[src/verilog/i3c_target_pkg.sv]
// Shared constants and the bus byte type of the I3C target receive path, imported by every module
package i3c_target_pkg;

  localparam int unsigned AddrWidth = 7;
  localparam int unsigned ByteWidth = 8;
  localparam int unsigned BitCntWidth = $clog2(ByteWidth);
  localparam int unsigned RxDescWidth = 32;
  localparam int unsigned SyncStages = 2;

  // Byte FIFO between framer and descriptor writer
  localparam int unsigned RxFifoDepth = 4;
  localparam int unsigned RxFifoPtrWidth = $clog2(RxFifoDepth);
  localparam int unsigned RxFifoCntWidth = $clog2(RxFifoDepth + 1);

  // RX descriptor layout, all other bits are zero
  localparam int unsigned DescCountWidth = 16;
  localparam int unsigned DescParityErrBit = 16;
  localparam int unsigned DescOverflowErrBit = 17;

  // Error flags that travel with every FIFO entry
  localparam int unsigned RxErrWidth = 2;
  localparam int unsigned ErrParityIdx = 0;
  localparam int unsigned ErrOverflowIdx = 1;

  // Framer FSM states
  localparam logic [2:0] StIdle = 3'd0;
  localparam logic [2:0] StHeader = 3'd1;
  localparam logic [2:0] StAck = 3'd2;
  localparam logic [2:0] StData = 3'd3;
  localparam logic [2:0] StTbit = 3'd4;

  // A bus byte is read either as header or as payload
  typedef union packed {
    struct packed {
      logic [AddrWidth-1:0] addr;
      logic                 rnw;
    } hdr;
    logic [ByteWidth-1:0] data;
  } bus_byte_u;

endpackage
[src/verilog/i3c_target_rx_top.sv]
// Top level of the I3C target receive path: bus monitor, framer, byte FIFO and descriptor writer
`timescale 1ns/1ps

module i3c_target_rx_top
  import i3c_target_pkg::*;
(
  input  logic                   clk_i,
  input  logic                   rst_ni,
  input  logic                   i3c_standby_en_i,
  input  logic                   ctrl_scl_i,
  input  logic                   ctrl_sda_i,
  input  logic [AddrWidth-1:0]   target_sta_addr_i,
  input  logic                   target_sta_addr_valid_i,
  input  logic [AddrWidth-1:0]   target_dyn_addr_i,
  input  logic                   target_dyn_addr_valid_i,
  input  logic                   rx_queue_full_i,
  output logic                   ctrl_sda_o,
  output logic                   bus_start_o,
  output logic                   bus_rstart_o,
  output logic                   bus_stop_o,
  output bus_byte_u              bus_addr_o,
  output logic                   bus_addr_valid_o,
  output logic                   rx_queue_wvalid_o,
  output logic [ByteWidth-1:0]   rx_queue_wdata_o,
  output logic                   rx_desc_queue_wvalid_o,
  output logic [RxDescWidth-1:0] rx_desc_queue_wdata_o
);

  logic scl_posedge;
  logic scl_negedge;
  logic sda_sync;
  logic push;
  logic [ByteWidth-1:0] push_data;
  logic push_last;
  logic [RxErrWidth-1:0] push_err;
  logic fifo_full;
  logic fifo_empty;
  logic [ByteWidth-1:0] fifo_data;
  logic fifo_last;
  logic [RxErrWidth-1:0] fifo_err;
  logic fifo_pop;

  i3c_bus_monitor u_bus_monitor (
    .clk_i         (clk_i),
    .rst_ni        (rst_ni),
    .enable_i      (i3c_standby_en_i),
    .scl_i         (ctrl_scl_i),
    .sda_i         (ctrl_sda_i),
    .scl_posedge_o (scl_posedge),
    .scl_negedge_o (scl_negedge),
    .start_det_o   (bus_start_o),
    .rstart_det_o  (bus_rstart_o),
    .stop_det_o    (bus_stop_o),
    .sda_o         (sda_sync)
  );

  i3c_rx_framer u_rx_framer (
    .clk_i                   (clk_i),
    .rst_ni                  (rst_ni),
    .scl_posedge_i           (scl_posedge),
    .scl_negedge_i           (scl_negedge),
    .start_det_i             (bus_start_o),
    .rstart_det_i            (bus_rstart_o),
    .stop_det_i              (bus_stop_o),
    .sda_i                   (sda_sync),
    .target_sta_addr_i       (target_sta_addr_i),
    .target_sta_addr_valid_i (target_sta_addr_valid_i),
    .target_dyn_addr_i       (target_dyn_addr_i),
    .target_dyn_addr_valid_i (target_dyn_addr_valid_i),
    .fifo_full_i             (fifo_full),
    .sda_o                   (ctrl_sda_o),
    .bus_addr_o              (bus_addr_o),
    .bus_addr_valid_o        (bus_addr_valid_o),
    .push_o                  (push),
    .push_data_o             (push_data),
    .push_last_o             (push_last),
    .push_err_o              (push_err)
  );

  i3c_rx_fifo u_rx_fifo (
    .clk_i       (clk_i),
    .rst_ni      (rst_ni),
    .push_i      (push),
    .push_data_i (push_data),
    .push_last_i (push_last),
    .push_err_i  (push_err),
    .pop_i       (fifo_pop),
    .full_o      (fifo_full),
    .empty_o     (fifo_empty),
    .head_data_o (fifo_data),
    .head_last_o (fifo_last),
    .head_err_o  (fifo_err)
  );

  i3c_rx_descriptor u_rx_descriptor (
    .clk_i                  (clk_i),
    .rst_ni                 (rst_ni),
    .fifo_empty_i           (fifo_empty),
    .fifo_data_i            (fifo_data),
    .fifo_last_i            (fifo_last),
    .fifo_err_i             (fifo_err),
    .rx_queue_full_i        (rx_queue_full_i),
    .fifo_pop_o             (fifo_pop),
    .rx_queue_wvalid_o      (rx_queue_wvalid_o),
    .rx_queue_wdata_o       (rx_queue_wdata_o),
    .rx_desc_queue_wvalid_o (rx_desc_queue_wvalid_o),
    .rx_desc_queue_wdata_o  (rx_desc_queue_wdata_o)
  );

endmodule

[src/verilog/i3c_rx_descriptor.sv]
// Descriptor writer that drains the byte FIFO into the RX queue and closes each transfer
`timescale 1ns/1ps

module i3c_rx_descriptor
  import i3c_target_pkg::*;
(
  input  logic                   clk_i,
  input  logic                   rst_ni,
  input  logic                   fifo_empty_i,
  input  logic [ByteWidth-1:0]   fifo_data_i,
  input  logic                   fifo_last_i,
  input  logic [RxErrWidth-1:0]  fifo_err_i,
  input  logic                   rx_queue_full_i,
  output logic                   fifo_pop_o,
  output logic                   rx_queue_wvalid_o,
  output logic [ByteWidth-1:0]   rx_queue_wdata_o,
  output logic                   rx_desc_queue_wvalid_o,
  output logic [RxDescWidth-1:0] rx_desc_queue_wdata_o
);

  logic [DescCountWidth-1:0] byte_cnt;
  logic [RxErrWidth-1:0] err_acc;
  logic [RxErrWidth-1:0] err_all;
  logic [RxDescWidth-1:0] desc_next;

  // Bytes stay in the FIFO while the queue is full
  assign fifo_pop_o        = ~fifo_empty_i & ~rx_queue_full_i;
  assign rx_queue_wvalid_o = fifo_pop_o;
  assign rx_queue_wdata_o  = fifo_data_i;

  assign err_all = err_acc | fifo_err_i;

  always_comb begin
    desc_next = '0;
    desc_next[DescCountWidth-1:0] = byte_cnt + 1'b1;
    desc_next[DescParityErrBit] = err_all[ErrParityIdx];
    desc_next[DescOverflowErrBit] = err_all[ErrOverflowIdx];
  end

  always_ff @(posedge clk_i or negedge rst_ni) begin
    if (!rst_ni) begin
      byte_cnt               <= '0;
      err_acc                <= '0;
      rx_desc_queue_wvalid_o <= 1'b0;
    end else begin
      rx_desc_queue_wvalid_o <= fifo_pop_o & fifo_last_i;
      if (fifo_pop_o) begin
        if (fifo_last_i) begin
          byte_cnt <= '0;
          err_acc  <= '0;
        end else begin
          byte_cnt <= byte_cnt + 1'b1;
          err_acc  <= err_all;
        end
      end
    end
  end

  always_ff @(posedge clk_i) begin
    if (fifo_pop_o && fifo_last_i) begin
      rx_desc_queue_wdata_o <= desc_next;
    end
  end

endmodule

[src/verilog/i3c_rx_fifo.sv]
// Byte FIFO between framer and descriptor writer that buffers bytes with their last and error flags
`timescale 1ns/1ps

module i3c_rx_fifo
  import i3c_target_pkg::*;
(
  input  logic                  clk_i,
  input  logic                  rst_ni,
  input  logic                  push_i,
  input  logic [ByteWidth-1:0]  push_data_i,
  input  logic                  push_last_i,
  input  logic [RxErrWidth-1:0] push_err_i,
  input  logic                  pop_i,
  output logic                  full_o,
  output logic                  empty_o,
  output logic [ByteWidth-1:0]  head_data_o,
  output logic                  head_last_o,
  output logic [RxErrWidth-1:0] head_err_o
);

  logic [ByteWidth-1:0] data_mem [RxFifoDepth];
  logic last_mem [RxFifoDepth];
  logic [RxErrWidth-1:0] err_mem [RxFifoDepth];
  logic [RxFifoPtrWidth-1:0] wr_ptr;
  logic [RxFifoPtrWidth-1:0] rd_ptr;
  logic [RxFifoCntWidth-1:0] count;
  logic do_push;
  logic do_pop;

  assign full_o  = count == RxFifoCntWidth'(RxFifoDepth);
  assign empty_o = count == '0;
  assign do_push = push_i & ~full_o;
  assign do_pop  = pop_i & ~empty_o;

  assign head_data_o = data_mem[rd_ptr];
  assign head_last_o = last_mem[rd_ptr];
  assign head_err_o  = err_mem[rd_ptr];

  always_ff @(posedge clk_i) begin
    if (do_push) begin
      data_mem[wr_ptr] <= push_data_i;
      last_mem[wr_ptr] <= push_last_i;
      err_mem[wr_ptr]  <= push_err_i;
    end
  end

  // Power-of-two depth lets the pointers wrap on their own
  always_ff @(posedge clk_i or negedge rst_ni) begin
    if (!rst_ni) begin
      wr_ptr <= '0;
      rd_ptr <= '0;
      count  <= '0;
    end else begin
      if (do_push) begin
        wr_ptr <= wr_ptr + 1'b1;
      end
      if (do_pop) begin
        rd_ptr <= rd_ptr + 1'b1;
      end
      if (do_push && !do_pop) begin
        count <= count + 1'b1;
      end else if (do_pop && !do_push) begin
        count <= count - 1'b1;
      end
    end
  end

endmodule

[src/verilog/i3c_rx_framer.sv]
// Receive framer that decodes the header, drives the ACK and pushes checked write bytes
`timescale 1ns/1ps

module i3c_rx_framer
  import i3c_target_pkg::*;
(
  input  logic                  clk_i,
  input  logic                  rst_ni,
  input  logic                  scl_posedge_i,
  input  logic                  scl_negedge_i,
  input  logic                  start_det_i,
  input  logic                  rstart_det_i,
  input  logic                  stop_det_i,
  input  logic                  sda_i,
  input  logic [AddrWidth-1:0]  target_sta_addr_i,
  input  logic                  target_sta_addr_valid_i,
  input  logic [AddrWidth-1:0]  target_dyn_addr_i,
  input  logic                  target_dyn_addr_valid_i,
  input  logic                  fifo_full_i,
  output logic                  sda_o,
  output bus_byte_u             bus_addr_o,
  output logic                  bus_addr_valid_o,
  output logic                  push_o,
  output logic [ByteWidth-1:0]  push_data_o,
  output logic                  push_last_o,
  output logic [RxErrWidth-1:0] push_err_o
);

  logic [2:0] state;
  logic [BitCntWidth-1:0] bit_cnt;
  logic [ByteWidth-1:0] shift_q;
  bus_byte_u rx_byte;
  logic addr_match;
  logic par_err;
  logic held_valid;
  logic [ByteWidth-1:0] held_data;
  logic fin_pending;
  logic [RxErrWidth-1:0] xfer_err;
  logic [RxErrWidth-1:0] tbit_err;

  assign rx_byte.data = {shift_q[ByteWidth-2:0], sda_i};

  // Static address only counts while no dynamic address is assigned
  always_comb begin
    if (target_dyn_addr_valid_i) begin
      addr_match = rx_byte.hdr.addr == target_dyn_addr_i;
    end else begin
      addr_match = target_sta_addr_valid_i && (rx_byte.hdr.addr == target_sta_addr_i);
    end
  end

  // T-bit is odd parity over the data byte
  assign par_err = ~^{shift_q, sda_i};

  always_comb begin
    tbit_err = xfer_err;
    tbit_err[ErrParityIdx] = xfer_err[ErrParityIdx] | par_err;
    tbit_err[ErrOverflowIdx] = xfer_err[ErrOverflowIdx] | fin_pending |
                               (held_valid & fifo_full_i);
  end

  always_ff @(posedge clk_i or negedge rst_ni) begin
    if (!rst_ni) begin
      state            <= StIdle;
      bit_cnt          <= '0;
      sda_o            <= 1'b1;
      bus_addr_o       <= '0;
      bus_addr_valid_o <= 1'b0;
      held_valid       <= 1'b0;
      fin_pending      <= 1'b0;
      xfer_err         <= '0;
      push_o           <= 1'b0;
    end else begin
      bus_addr_valid_o <= 1'b0;
      push_o           <= 1'b0;
      // Last byte of a closed transfer waits here for FIFO space
      if (fin_pending && !fifo_full_i) begin
        push_o      <= 1'b1;
        fin_pending <= 1'b0;
        held_valid  <= 1'b0;
      end
      if ((stop_det_i || rstart_det_i) && held_valid && !fin_pending) begin
        push_data_o <= held_data;
        push_last_o <= 1'b1;
        push_err_o  <= xfer_err;
        if (fifo_full_i) begin
          fin_pending <= 1'b1;
        end else begin
          push_o     <= 1'b1;
          held_valid <= 1'b0;
        end
      end
      if (start_det_i || rstart_det_i || stop_det_i) begin
        state    <= stop_det_i ? StIdle : StHeader;
        bit_cnt  <= '0;
        sda_o    <= 1'b1;
        xfer_err <= '0;
      end else begin
        case (state)
          StHeader: begin
            if (scl_posedge_i) begin
              shift_q <= rx_byte.data;
              bit_cnt <= bit_cnt + 1'b1;
              if (bit_cnt == BitCntWidth'(ByteWidth - 1)) begin
                bus_addr_o       <= rx_byte;
                bus_addr_valid_o <= 1'b1;
                state            <= (addr_match && !rx_byte.hdr.rnw) ? StAck : StIdle;
              end
            end
          end
          StAck: begin
            // Pull low on the first falling edge, release on the second
            if (scl_negedge_i) begin
              sda_o <= ~sda_o;
              if (!sda_o) begin
                state <= StData;
              end
            end
          end
          StData: begin
            if (scl_posedge_i) begin
              shift_q <= rx_byte.data;
              bit_cnt <= bit_cnt + 1'b1;
              if (bit_cnt == BitCntWidth'(ByteWidth - 1)) begin
                state <= StTbit;
              end
            end
          end
          StTbit: begin
            if (scl_posedge_i) begin
              xfer_err <= tbit_err;
              state    <= StData;
              if (!fin_pending) begin
                held_data  <= shift_q;
                held_valid <= 1'b1;
                if (held_valid && !fifo_full_i) begin
                  push_o      <= 1'b1;
                  push_data_o <= held_data;
                  push_last_o <= 1'b0;
                  push_err_o  <= tbit_err;
                end
              end
            end
          end
          default: state <= StIdle;
        endcase
      end
    end
  end

endmodule

[src/verilog/i3c_bus_monitor.sv]
// Bus monitor that synchronizes SCL and SDA and emits edge, START, Sr and STOP pulses
`timescale 1ns/1ps

module i3c_bus_monitor
  import i3c_target_pkg::*;
(
  input  logic clk_i,
  input  logic rst_ni,
  input  logic enable_i,
  input  logic scl_i,
  input  logic sda_i,
  output logic scl_posedge_o,
  output logic scl_negedge_o,
  output logic start_det_o,
  output logic rstart_det_o,
  output logic stop_det_o,
  output logic sda_o
);

  logic [SyncStages-1:0] scl_sync;
  logic [SyncStages-1:0] sda_sync;
  logic scl_s;
  logic sda_s;
  logic scl_q;
  logic sda_q;
  logic bus_busy;
  logic scl_high;
  logic sda_fall;
  logic sda_rise;

  assign scl_s = scl_sync[SyncStages-1];
  assign sda_s = sda_sync[SyncStages-1];

  // SCL must be high on both samples around the SDA change
  assign scl_high = scl_s & scl_q;
  assign sda_fall = sda_q & ~sda_s;
  assign sda_rise = ~sda_q & sda_s;

  // Delayed SDA lines up with the registered edge pulses
  assign sda_o = sda_q;

  always_ff @(posedge clk_i or negedge rst_ni) begin
    if (!rst_ni) begin
      scl_sync <= '1;
      sda_sync <= '1;
      scl_q    <= 1'b1;
      sda_q    <= 1'b1;
    end else begin
      scl_sync <= {scl_sync[SyncStages-2:0], scl_i};
      sda_sync <= {sda_sync[SyncStages-2:0], sda_i};
      scl_q    <= scl_s;
      sda_q    <= sda_s;
    end
  end

  always_ff @(posedge clk_i or negedge rst_ni) begin
    if (!rst_ni) begin
      scl_posedge_o <= 1'b0;
      scl_negedge_o <= 1'b0;
      start_det_o   <= 1'b0;
      rstart_det_o  <= 1'b0;
      stop_det_o    <= 1'b0;
      bus_busy      <= 1'b0;
    end else begin
      scl_posedge_o <= enable_i & scl_s & ~scl_q;
      scl_negedge_o <= enable_i & ~scl_s & scl_q;
      start_det_o   <= enable_i & scl_high & sda_fall & ~bus_busy;
      rstart_det_o  <= enable_i & scl_high & sda_fall & bus_busy;
      stop_det_o    <= enable_i & scl_high & sda_rise;
      // Busy from START until STOP, tells START from repeated START
      if (!enable_i) begin
        bus_busy <= 1'b0;
      end else if (scl_high && sda_rise) begin
        bus_busy <= 1'b0;
      end else if (scl_high && sda_fall) begin
        bus_busy <= 1'b1;
      end
    end
  end

endmodule

[config.mk]
export PLATFORM = sky130hd
export DESIGN_NAME = i3c_target_rx_top
export DESIGN_NICKNAME = d
export VERILOG_FILES = /design/src/verilog/i3c_target_pkg.sv /design/src/verilog/i3c_target_rx_top.sv /design/src/verilog/i3c_rx_descriptor.sv /design/src/verilog/i3c_rx_fifo.sv /design/src/verilog/i3c_rx_framer.sv /design/src/verilog/i3c_bus_monitor.sv
export SDC_FILE = /design/constraint.sdc
export NUM_CORES = 1
export LEC_CHECK = 0
export BUFFER_PORTS_ARGS = -buffer_cell sky130_fd_sc_hd__buf_2
export CORE_ASPECT_RATIO = 2
export CORE_MARGIN = 5
export CORE_UTILIZATION = 55
export DETAILED_ROUTE_END_ITERATION = 10
export PLACE_DENSITY = 0.74
export SYNTH_ARGS = -nofsm -noshare
export SYNTH_HDL_FRONTEND = slang
export SYNTH_HIERARCHICAL = 1
export SYNTH_SLANG_ARGS = --single-unit
[constraint.sdc]
create_clock -name clk_i -period 4.8 [get_ports clk_i]
set_input_delay 0.48 -clock clk_i [delete_from_list [all_inputs] [get_ports clk_i]]
set_output_delay 0.48 -clock clk_i [all_outputs]
set_load 0.03 [all_outputs]
==> flow_metrics.tcl <==
set metrics [dict create \
    post-cts-setup-buffers 0 \
    timing.rr.start "u_rx_fifo/rd_ptr[0]" \
    yosysSeqAreaShare_pct 63.2 \
    synth_top_flop_cell "edfxtp_1" \
    synth_warnings 6 \
    synthCells 465 \
    overflow 0 \
    avgSynthCellArea_um2 14.2 \
    detail-route-antenna-nets 0 \
    area_delta_synth_final_pct 12.9 \
    layout_commonest_cell "edfxtp_1" \
    hold_start "ctrl_sda_i" \
    whs_ns 0.159 \
    top_usage_layer "met2" \
    power_leakage_nw 3.05 \
    rsz0062_at_grt "no" \
    met3_usage_pct 6.04 \
    clk_latency_ns 0.42 \
    cp_cell_sequence "mux4_2 -> or3_1 -> or4_1 -> nand2_1" \
    max_stage_delay_ns 0.75 \
    period_share_pct 57.1 \
    drc 0 \
    relSlewSlack_pct 27.7 \
    holdBufCountCts 0 \
    clockRootBuffer "clkbuf_16" \
    grt_pass1_wl_mm 20.2 \
    cts_made_buffers 17 \
    wl_mm 12.4 \
    hold_viol 0 \
    critical_path.slowest_cell "dfrtp_1" \
    place_congestion 0.831 \
    drt-vias-per-instance 5.69 \
    cp-startpoint "u_rx_fifo/rd_ptr[0]" \
    firstDrtPassIters 4 \
    synthTopCellsByArea "edfxtp_1 41%, dfrtp_1 20%, xnor2_1 3.5%, mux4_1 3.2%, mux2_2 3.1%" \
    ys_types 63 \
    p_per_area_nw_per_um2 389 \
    grt_max_degree 71 \
    ctsResizeCount 0 \
    worst-path-max-fanout 15 \
    diodes 0 \
    die_x_um 87.4 \
    hp-class "in2reg" \
    synth_edf_count 89 \
    clk_pin_slew_worst_paths_ns 0.06 \
    fmax_mhz 365 \
    yosysTopAreaCell "edfxtp_1" \
    wire_per_inst_um 18.5 \
    tns_ns 0 \
    worstSetupEndpointType "register" \
    synth.cell_area_um2 6580 \
    period_needed_ns 2.74 \
    grtUsageTotal_pct 18.7 \
    vias 3818 \
    synth_top_cell_area_share_pct 40.6 \
    post_dp_cell_area_um2 6830 \
    ir_drop_mv 0.335 \
    fin_nets 544 \
    grtUsageMet1_pct 18.5 \
    port_buffers 62 \
    layout-drive-gt1-share_pct 26.6 \
    fp.dieArea_um2 14400 \
    final_cell_mix "89 x edfxtp_1, 62 x buf_2, 52 x dfrtp_1" \
    maxCapViolCount 0 \
    cts_buffer_depth 2 \
    grt_use_met2_pct 34.4 \
    setup_viol 0 \
    final_area_um2 7430 \
    crit_type "reg2reg" \
    core_um2 11800 \
    worst_pin_slew_ns 1.08 \
    htree_num_levels 4 \
    slew_viol_final 0 \
    num_rows 56 \
    grt_pass1_vias 4129 \
    nFillCells 895 \
    clock_sinks 148 \
    async_flop_share_pct 39.9 \
    drtIter0Drc 148 \
    critPathLaunchType "register" \
    cp.required_ns 5.15 \
    antenna_found_initial 0 \
    ys_ff_latch 148 \
    top_level_ports 77 \
    cts_tree "yes" \
    worst_clock_skew_ns 0.00698 \
    post-dp-hpwl_mm 8.82 \
    arrival_ns 3.09 \
    die_h_um 165 \
    status "finished, final reports clean" \
    initial_core_util_pct 55.9 \
]
-- per-stage QoR --
stage	total power, mW	utilization, %	setup WS (ns)	cells
floorplan	1.54	-	2.38	478
global placement	1.57	58.0	2.08	639
detailed placement	1.58	58.0	2.05	639
CTS	2.92	63.1	2.03	671
global route	3.00	63.1	1.85	671
finish	2.89	63.1	2.06	671
-- path summary, 6_finish.rpt --
path / to / slack (ns) / cells after the start
worst max-delay path: u_rx_descriptor/byte_cnt[9] / 2.06 / 4
worst min-delay path: u_bus_monitor/sda_sync[0] / 0.16 / 1
worst max register to register: u_rx_descriptor/byte_cnt[9] / 2.06 / 4
worst min register to register: u_bus_monitor/scl_sync[1] / 0.36 / 0
max in group asynchronous: u_rx_framer/bus_addr_o[4] / 3.85 / 2
min in group asynchronous: u_rx_descriptor/byte_cnt[8] / 0.35 / 2
-- routing by layer --
metal | wire, um | vias up
met1 | 4050 | 1888
li1 | - | 1760
met4 | 395 | 0
met2 | 7320 | 133
met5 | 0 | -
met3 | 646 | 37
-- final cells by class --
| class | instances | area, um^2 | area share, % |
|---|---|---|---|
| tap | 145 | 181 | 2.44 |
| timing repair buffer | 63 | 318 | 4.28 |
| inverter | 10 | 37.5 | 0.505 |
| sequential | 148 | 4160 | 55.9 |
| clock buffer | 17 | 425 | 5.72 |
| clock inverter | 15 | 180 | 2.42 |
| multi-input combinational | 273 | 2130 | 28.7 |
-- sequential cells by signal, indices dropped and copies added (netlist names), 2 cells and up --
name	count
u_rx_framer/held_data	8
u_rx_descriptor/err_acc	2
u_rx_framer/xfer_err	2
u_rx_framer/push_data_o	8
u_rx_fifo/data_mem	32
u_bus_monitor/scl_sync	2
u_rx_fifo/last_mem	4
u_rx_fifo/rd_ptr	2
u_rx_descriptor/rx_desc_queue_wdata_o	18
u_rx_fifo/count	3
u_rx_framer/state	3
u_rx_descriptor/byte_cnt	16
u_rx_framer/shift_q	8
u_bus_monitor/sda_sync	2
u_rx_framer/bit_cnt	3
u_rx_framer/push_err_o	2
u_rx_fifo/err_mem	8
u_rx_framer/bus_addr_o	8
u_rx_fifo/wr_ptr	2
-- cells in the mapped netlist, types with 4 or more instances --
cell type and number:
nand2_1 21, buf_4 25, or3_1 4, xnor2_1 26, nand4_1 10, edfxtp_1 89, a21oi_1 7, clkbuf_1 11
o21ai_0 16, inv_1 10, ha_1 8, a22o_1 6, xor2_1 16, dfstp_2 7, buf_2 7, o31ai_1 4
nor4_1 10, mux4_1 8, nor2_1 26, nand3_1 11, mux2_2 18, and2_1 7, dfrtp_1 52
-- kinds of logic (layout without fill, tap and decap cells) --
| logic type | count (synthesis) | count (layout) | share of synthesized area (%) |
|---|---|---|---|
| compound gates | 52 | 52 | 5.32 |
| xor+xnor | 43 | 43 | 5.93 |
| fa+ha+maj | 9 | 9 | 1.82 |
| buf+inv | 57 | 105 | 5.17 |
| flops | 148 | 148 | 63.2 |
| mux | 33 | 33 | 7.98 |
| other cells | 1 | 14 | 0.0570 |
| simple gates | 122 | 122 | 10.5 |
-- worst max-delay path, delay by kind of cell, from the launching register on --
| kind | cells | cell delay [ns] |
|---|---|---|
| flops | 1 | 0.75 |
| mux | 1 | 0.73 |
| simple gates | 3 | 1.19 |
-- report_power, final --
group | internal [mW] | switching [mW] | total, mW | leakage, nW
clock network | 0.820 | 0.509 | 1.33 | 0.297
registers | 1.38 | 0.0455 | 1.43 | 1.60
logic | 0.0502 | 0.0806 | 0.131 | 1.15
Note: power is estimated with default switching activity, not from simulation.
